--- src/common/isaPkg.sv ---
`default_nettype none

package isaPkg;

   // Field split of one instruction word
   // Type A uses rb and alt, type B reads rb and alt as imm16
   typedef struct packed {
      logic [5:0]  opcode;
      logic [4:0]  rd;
      logic [4:0]  ra;
      logic [4:0]  rb;
      logic [10:0] alt;
   } instFields;

   // Prefix and return
   localparam logic [5:0] opImm  = 6'o54;
   localparam logic [5:0] opRtd  = 6'o55;

   // Unconditional branch, register and immediate forms
   localparam logic [5:0] opBru  = 6'o46;
   localparam logic [5:0] opBrui = 6'o56;

   // Conditional branch, register and immediate forms
   localparam logic [5:0] opBcc  = 6'o47;
   localparam logic [5:0] opBcci = 6'o57;

   // Two-cycle units
   localparam logic [5:0] opMul  = 6'o20;
   localparam logic [5:0] opMuli = 6'o30;
   localparam logic [5:0] opBsf  = 6'o21;
   localparam logic [5:0] opBsfi = 6'o31;

   // Memory ops, matched on opcode bits 5, 4 and 2
   localparam logic [2:0] loadPattern  = 3'o6;
   localparam logic [2:0] storePattern = 3'o7;

   // Vector instructions, branch and link to fixed addresses
   localparam logic [31:0] intVectorOp = 32'hB9CE0010;
   localparam logic [31:0] excVectorOp = 32'hBA2D0008;
   localparam logic [31:0] brkVectorOp = 32'hBA0C0018;

   function automatic logic isBranchOp(input logic [5:0] op);
      return (op == opBru) || (op == opBrui);
   endfunction

   function automatic logic isCondOp(input logic [5:0] op);
      return (op == opBcc) || (op == opBcci);
   endfunction

   function automatic logic isMulOp(input logic [5:0] op);
      return (op == opMul) || (op == opMuli);
   endfunction

   function automatic logic isBsfOp(input logic [5:0] op);
      return (op == opBsf) || (op == opBsfi);
   endfunction

   function automatic logic isLoadOp(input logic [5:0] op);
      return {op[5:4], op[2]} == loadPattern;
   endfunction

   function automatic logic isStoreOp(input logic [5:0] op);
      return {op[5:4], op[2]} == storePattern;
   endfunction

endpackage

`default_nettype wire

--- src/common/pipePkg.sv ---
`default_nettype none

package pipePkg;

   // Operation class seen by execute
   // alu is zero so a cleared bundle reads as a NOP
   typedef enum logic [3:0] {
      alu,
      immPrefix,
      branch,
      condBranch,
      ret,
      load,
      store,
      mul,
      bsf
   } opClass;

   // Word held in the instruction buffer
   typedef struct packed {
      logic [5:0]  opcode;
      logic [4:0]  rd;
      logic [4:0]  ra;
      logic [15:0] imm16;
      logic [31:0] simm;
      // Set when the interrupt vector took this slot
      logic        isInt;
   } bufInst;

   // Decoded bundle handed to execute
   typedef struct packed {
      opClass      cls;
      logic [4:0]  rd;
      logic [4:0]  ra;
      logic [4:0]  rb;
      logic [31:0] simm;
      logic        writeEn;
      logic        isInt;
      logic [31:0] pc;
   } decBundle;

endpackage

`default_nettype wire

--- src/design/fetchUnit.sv ---
`timescale 1ns/1ps
`default_nettype none

module fetchUnit #(
   parameter logic [31:0] resetVector = 32'h0
) (
   input  wire         gclk,
   input  wire         grst,
   input  wire         gena,
   input  wire         branchTaken,
   input  wire  [31:0] branchTarget,
   output logic [31:0] instAddr,
   output logic        instEn,
   output logic [31:0] fetchPc
);

   // Address of the word now on the instruction bus
   logic [31:0] addrDly;

   // Memory runs with the pipeline
   assign instEn = gena;

   // Program counter
   always_ff @(posedge gclk) begin
      if (grst) begin
         instAddr <= resetVector;
      end else if (gena) begin
         // Redirect wins over the sequential step
         if (branchTaken) begin
            instAddr <= branchTarget;
         end else begin
            instAddr <= instAddr + 32'd4;
         end
      end
   end

   // Pc delay line
   // First stage matches the registered memory read
   // Second stage matches the buffer register
   always_ff @(posedge gclk) begin
      if (grst) begin
         addrDly <= resetVector;
         fetchPc <= resetVector;
      end else if (gena) begin
         addrDly <= instAddr;
         fetchPc <= addrDly;
      end
   end

endmodule

`default_nettype wire

--- src/instBuffer/instBuffer.sv ---
`timescale 1ns/1ps
`default_nettype none

module instBuffer import isaPkg::*, pipePkg::*; (
   input  wire         gclk,
   input  wire         grst,
   input  wire         gena,
   input  wire         oena,
   input  wire         msrIe,
   input  wire         intReq,
   input  wire  [31:0] instData,
   output bufInst      ibuf,
   output logic        stall
);

   // Interrupt sampling
   logic        intSample;
   logic        intLatch;

   // Delay-slot guard
   logic        heldImm;
   logic        slotBlocked;
   logic        insertInt;

   // Selected word and its immediate
   logic [31:0] selWord;
   instFields   selFields;
   logic [31:0] selSimm;

   // Stall source
   logic        multiCycle;

   // Interrupt debounce and latch
   // Runs every cycle so pipeline holds do not lose a request
   always_ff @(posedge gclk) begin
      if (grst) begin
         intSample <= 1'b0;
         intLatch  <= 1'b0;
      end else begin
         // Request only sampled while enabled
         if (msrIe) begin
            intSample <= intReq;
         end
         // Sticky until interrupts get disabled
         intLatch <= (intLatch | intSample) & msrIe;
      end
   end

   // Held word is the one just before the slot being filled
   assign heldImm = (ibuf.opcode == opImm);

   // No vector right after a prefix, a return or any branch
   // Those need their next word untouched
   assign slotBlocked = heldImm
                      | (ibuf.opcode == opRtd)
                      | isBranchOp(ibuf.opcode)
                      | isCondOp(ibuf.opcode);

   assign insertInt = intLatch & ~slotBlocked;

   // Vector replaces the fetched word
   assign selWord   = insertInt ? intVectorOp : instData;
   assign selFields = instFields'(selWord);

   // Immediate builder
   // After IMM the upper half comes from the prefix
   always_comb begin
      if (heldImm) begin
         selSimm = {ibuf.imm16, instData[15:0]};
      end else begin
         selSimm = {{16{selWord[15]}}, selWord[15:0]};
      end
   end

   // Buffer register, one enabled edge of latency
   always_ff @(posedge gclk) begin
      if (grst) begin
         ibuf <= '0;
      end else if (gena) begin
         ibuf.opcode <= selFields.opcode;
         ibuf.rd     <= selFields.rd;
         ibuf.ra     <= selFields.ra;
         // rb and alt kept together as the raw low half
         ibuf.imm16  <= {selFields.rb, selFields.alt};
         ibuf.simm   <= selSimm;
         ibuf.isInt  <= insertInt;
      end
   end

   // Multi-cycle ops seen on the word being selected
   assign multiCycle = isMulOp(selFields.opcode)
                     | isBsfOp(selFields.opcode)
                     | isLoadOp(selFields.opcode)
                     | isStoreOp(selFields.opcode);

   // Stall generator
   // One cycle only, never back to back
   always_ff @(posedge gclk) begin
      if (grst) begin
         stall <= 1'b0;
      end else if (!oena) begin
         stall <= ~stall & multiCycle;
      end else begin
         // Operands ready, nothing to wait for
         stall <= 1'b0;
      end
   end

endmodule

`default_nettype wire

--- src/design/opDecode.sv ---
`timescale 1ns/1ps
`default_nettype none

module opDecode import isaPkg::*, pipePkg::*; (
   input  wire         gclk,
   input  wire         grst,
   input  wire         gena,
   input  wire bufInst ibuf,
   input  wire  [31:0] fetchPc,
   output decBundle    dec
);

   // Next bundle fields
   opClass     nextClass;
   logic [4:0] nextRb;
   logic       noWrite;
   logic       nextWriteEn;

   // Opcode classifier
   // Specific opcodes first, pattern matches for memory last
   always_comb begin
      if (ibuf.opcode == opImm) begin
         nextClass = immPrefix;
      end else if (ibuf.opcode == opRtd) begin
         nextClass = ret;
      end else if (isBranchOp(ibuf.opcode)) begin
         nextClass = branch;
      end else if (isCondOp(ibuf.opcode)) begin
         nextClass = condBranch;
      end else if (isMulOp(ibuf.opcode)) begin
         nextClass = mul;
      end else if (isBsfOp(ibuf.opcode)) begin
         nextClass = bsf;
      end else if (isLoadOp(ibuf.opcode)) begin
         nextClass = load;
      end else if (isStoreOp(ibuf.opcode)) begin
         nextClass = store;
      end else begin
         nextClass = alu;
      end
   end

   // rb sits in the top of the low half
   assign nextRb = ibuf.imm16[15:11];

   // Classes with no register result
   assign noWrite = (nextClass == store)
                  | (nextClass == branch)
                  | (nextClass == condBranch)
                  | (nextClass == ret)
                  | (nextClass == immPrefix);

   // r0 is hardwired, never written
   assign nextWriteEn = ~noWrite & (ibuf.rd != 5'd0);

   // Decode register, one enabled edge of latency
   // Cleared bundle is an alu NOP with no writeback
   always_ff @(posedge gclk) begin
      if (grst) begin
         dec <= '0;
      end else if (gena) begin
         dec.cls     <= nextClass;
         dec.rd      <= ibuf.rd;
         dec.ra      <= ibuf.ra;
         dec.rb      <= nextRb;
         dec.simm    <= ibuf.simm;
         dec.writeEn <= nextWriteEn;
         dec.isInt   <= ibuf.isInt;
         // Pc already lined up with the buffered word
         dec.pc      <= fetchPc;
      end
   end

endmodule

`default_nettype wire

--- src/design/frontEnd.sv ---
`timescale 1ns/1ps
`default_nettype none

module frontEnd import pipePkg::*; #(
   parameter logic [31:0] resetVector = 32'h0
) (
   input  wire         gclk,
   input  wire         grst,
   input  wire         gena,
   input  wire         oena,
   input  wire         intReq,
   input  wire         msrIe,
   input  wire         branchTaken,
   input  wire  [31:0] branchTarget,
   output logic [31:0] instAddr,
   output logic        instEn,
   input  wire  [31:0] instData,
   output logic        stall,
   output decBundle    dec
);

   // Pc aligned with the buffered word
   logic [31:0] fetchPc;

   // Buffer to decode
   bufInst      ibuf;

   // Program counter and bus driver
   fetchUnit #(
      .resetVector (resetVector)
   ) fetchUnit_i (
      .gclk         (gclk),
      .grst         (grst),
      .gena         (gena),
      .branchTaken  (branchTaken),
      .branchTarget (branchTarget),
      .instAddr     (instAddr),
      .instEn       (instEn),
      .fetchPc      (fetchPc)
   );

   // Word capture, interrupt insertion and stall
   instBuffer instBuffer_i (
      .gclk     (gclk),
      .grst     (grst),
      .gena     (gena),
      .oena     (oena),
      .msrIe    (msrIe),
      .intReq   (intReq),
      .instData (instData),
      .ibuf     (ibuf),
      .stall    (stall)
   );

   // Bundle for execute
   opDecode opDecode_i (
      .gclk    (gclk),
      .grst    (grst),
      .gena    (gena),
      .ibuf    (ibuf),
      .fetchPc (fetchPc),
      .dec     (dec)
   );

endmodule

`default_nettype wire

--- config.mk ---
export PLATFORM = sky130hd
export DESIGN_NAME = frontEnd
export DESIGN_NICKNAME = d
export VERILOG_FILES = /design/src/common/isaPkg.sv /design/src/common/pipePkg.sv /design/src/design/fetchUnit.sv /design/src/instBuffer/instBuffer.sv /design/src/design/opDecode.sv /design/src/design/frontEnd.sv
export SDC_FILE = /design/constraint.sdc
export NUM_CORES = 1
export LEC_CHECK = 0
export ABC_AREA = 1
export BUFFER_PORTS_ARGS = -buffer_cell sky130_fd_sc_hd__buf_2
export CORE_AREA = 5 5 136 138
export CTS_BUF_LIST = sky130_fd_sc_hd__clkbuf_4 sky130_fd_sc_hd__clkbuf_8 sky130_fd_sc_hd__clkbuf_16
export DETAILED_ROUTE_END_ITERATION = 8
export DIE_AREA = 0 0 141 143
export MAX_ROUTING_LAYER = met4
export PLACE_DENSITY = 0.85
export SYNTH_ARGS = -nofsm -noshare
export SYNTH_HDL_FRONTEND = slang
export SYNTH_HIERARCHICAL = 1
export SYNTH_SLANG_ARGS = --single-unit
export TNS_END_PERCENT = 10
--- constraint.sdc ---
create_clock -name gclk -period 4.1 [get_ports gclk]
set_input_delay 0.41 -clock gclk [delete_from_list [all_inputs] [get_ports gclk]]
set_output_delay 0.41 -clock gclk [all_outputs]
set_load 0.03 [all_outputs]
==> summary.txt <==
Yosys
  – Synth async-reset ratio: 0%
  – Mapped cell area: ~10000 um2
  – Post-synthesis net count: 1420
  – Post-Syn Instances: between 1000 and 1500
  – Avg Cell Area, Syn: 7.49 um2
  – Netlist cell types: 40
  – Synth Flop Type: dfxtp_1
  – Synth warnings: 6
  – Synth Register Bits: 249
  – EDFF count, synth: 0
  – Register area share after synthesis: about 49%

STA
  – Fin. max-slew vios: 0
  – RSZ-0062 raised after global routing: false
  – Setup Skew: between 10 and 15 ps
  – Max frequency: between 0.4 and 0.5 GHz
  – Minimum clock period: between 2000 and 2500 ps
  – Setup violations, final: 0
  – Final worst-path cycle share: 52.3%
  – Setup TNS: 0 ps
  – Slew headroom: ~15%
  – Final Hold Fails: 0
  – Actual slew at the worst max-slew pin: around 1300 ps

Cells and area
  – Commonest non-fill, non-tap cells in the layout: nor2_1 (322), dfxtp_1 (249), buf_2 (188), nand2_1 (164), o21ai_0 (146)
  – Syn-to-layout area delta: 17.0%
  – FF+latch area: between 4000 and 5000 um2
  – Multi-input gate area: around 4400 um2
  – ANT cells: 0
  – Final nets: approximately 1600
  – Fill cells: 1410
  – Layout cells sized above 1: between 15 and 20%
  – Most common cell after layout, fill and taps aside: nor2_1

Worst setup path
  – CP Capture Type: primary output
  – Crit path required time: 3690 ps
  – Crit path launch: gena
  – Reg2reg start: fetchUnit_i/instAddr[2]
  – Critical path fanouts, max: ~220
  – WP data arrival: around 1700 ps
  – Worst setup SP type: input port
  – Kind of critical path: input port to primary output

Drt
  – Via count: approximately 9500
  – Residual DRC count: 0
  – Drt wl/cell: roughly 15 um
  – Drt total wl: 26.7 mm
  – Post-route ant nets: 0
  – Pre-Repair DR Iteration Count: 6
  – DRT iter0 DRCs: a little under 1000
  – Via density per instance: roughly 5.5

Pwr
  – Psw: ~1.5 mW
  – Switch share: 26.4%
  – Final total power: ~5.7 mW
  – Peak supply drop: roughly 0.33 mV
  – Leakage dissipation: 5.24 nW
  – Cell Int Power: 4.19 mW
  – Clock power share: 40.8%
  – Flop pwr share: 47.3%
  – Gate power share: 11.9%
  – PD cells: around 480 nW/um2

Floorplanning
  – Boundary Pins: 190
  – Num rows: 48
  – Die Area: around 20000 um2
  – Core ar.: 17100 um2
  – Die Y-Extent: approximately 140 um
  – Die Wd: about 140 um
  – Initial Utilization: 59.2%

GRT
  – Vias in the first global route: 8656
  – Total grt overflow: 0
  – GRT Total Usage: a little over a quarter
  – First-pass GRT wire length: between 40 and 50 mm
  – Largest net degree at the start of global routing: between 200 and 250
  – Antenna violations before repair: 0

Job
  – MaxCap Viol Count: 0

CTS
  – H-tree depth: 1
  – CTS root buf: clkbuf_16
  – Postcts setup bufs: 0
  – Sink Count: about 250
  – Post-CTS Resized: 0
  – CTS clk-pin slew, worst paths: ~60 ps
  – Worst skew pair latency: just over 500 ps
  – CTS tree: built
  – Clk buf depth: 3
  – Post-CTS Hold Fix Bufs: 0
  – Num CTS Buffers: 25

Placed design
  – HPWL Detailed: approximately 17 mm
  – Gpl congestion: roughly 0.9
  – PortBufs: between 150 and 200

Outcome
  – Run status: complete, no violations

Hold path
  – HP Class: input port to register
  – Hold wc startpoint: instData[24]
## synthesized netlist by cell type, types with 6 or more instances
cell type  number  share of area (%)
nand2_2         6               0.37
o21ai_0       146                7.2
nor2_1        322                 12
o211ai_1       10               0.74
nor2_4          9                1.0
buf_2          35                1.7
nand2_1       164                6.1
a21oi_2        16                1.4
inv_1          72                2.7
buf_4           7               0.52
nand3_1        78                3.9
o21ai_1        48                2.4
dfxtp_1       249                 49
inv_2           6               0.22
clkbuf_1       35                1.3
nor3_1         11               0.54
a21oi_1        81                4.0
a31oi_1         9               0.56
## kinds of logic (layout without fill, tap and decap cells)
| group | count (synthesis) | after routing | synth area share [%] |
|---|---|---|---|
| simple gates | 610 | 610 | 26.0 |
| compound gates | 321 | 321 | 17.3 |
| flops | 249 | 249 | 49.3 |
| buf+inv | 167 | 320 | 7.21 |
| fa+ha+maj | 1 | 1 | 0.124 |
## power by group through the flow
| stage | clock [mW] | sequential, mW | combinational, mW |
|---|---|---|---|
| after CTS | 2.35 | 2.69 | 0.675 |
| after global placement | 0 | 2.73 | 0.655 |
| after global routing | 2.46 | 2.71 | 0.744 |
| after floorplan | 0 | 2.85 | 0.345 |
| final | 2.32 | 2.69 | 0.678 |
| after detailed placement | 0 | 2.74 | 0.668 |
## final timing paths
path	end	slack [ps]	depth (start not counted)
setup / recovery	instEn	1960	3
hold / removal	instBuffer_i/ibuf[57]	120	3
setup reg to reg	fetchUnit_i/instAddr[28]	2330	10
hold reg to reg	instBuffer_i/ibuf[43]	470	2
## state kept, by name (all words and copies together) (netlist names)
name                    flops
fetchUnit_i/addrDly        32
fetchUnit_i/fetchPc        32
fetchUnit_i/instAddr       32
instBuffer_i/ibuf          65
instBuffer_i/intLatch       1
instBuffer_i/intSample      1
instBuffer_i/stall          1
opDecode_i/dec             85
## per-layer routing
layer,vias to the layer above,track usage [%],wire [um]
met4,0,8.57,801
met2,387,40.6,12300
met5,-,-,0
met1,4350,36.3,11900
met3,62,2.78,1740
li1,4668,-,-
## worst max-delay path, stage by stage
cell and delay [ps]:
buf_6 330, buf_12 590, buf_2 330
## per-stage QoR
step                util [%]  setup WS [ps]  hold slack, ps  instance area, um2  std cells
floorplan                  -           2390             433               10100       1348
global placement        64.3           1810             447               11000       1682
detailed placement      64.3           1810             459               11000       1682
CTS                     69.3           1960             106               11800       1726
global route            69.3           1860             127               11800       1726
finish                  69.3           1960             120               11800       1726
## cell type report
class / count / area share, %
multi-input cells: 932 / 37.1
repair buffers: 195 / 8.54
clock inverters: 11 / 1.18
clock buffers: 33 / 6.01
inverters: 81 / 2.57
well taps: 225 / 2.38
flip-flops and latches: 249 / 42.2
No activity file was read; power rests on OpenSTA's default activity.
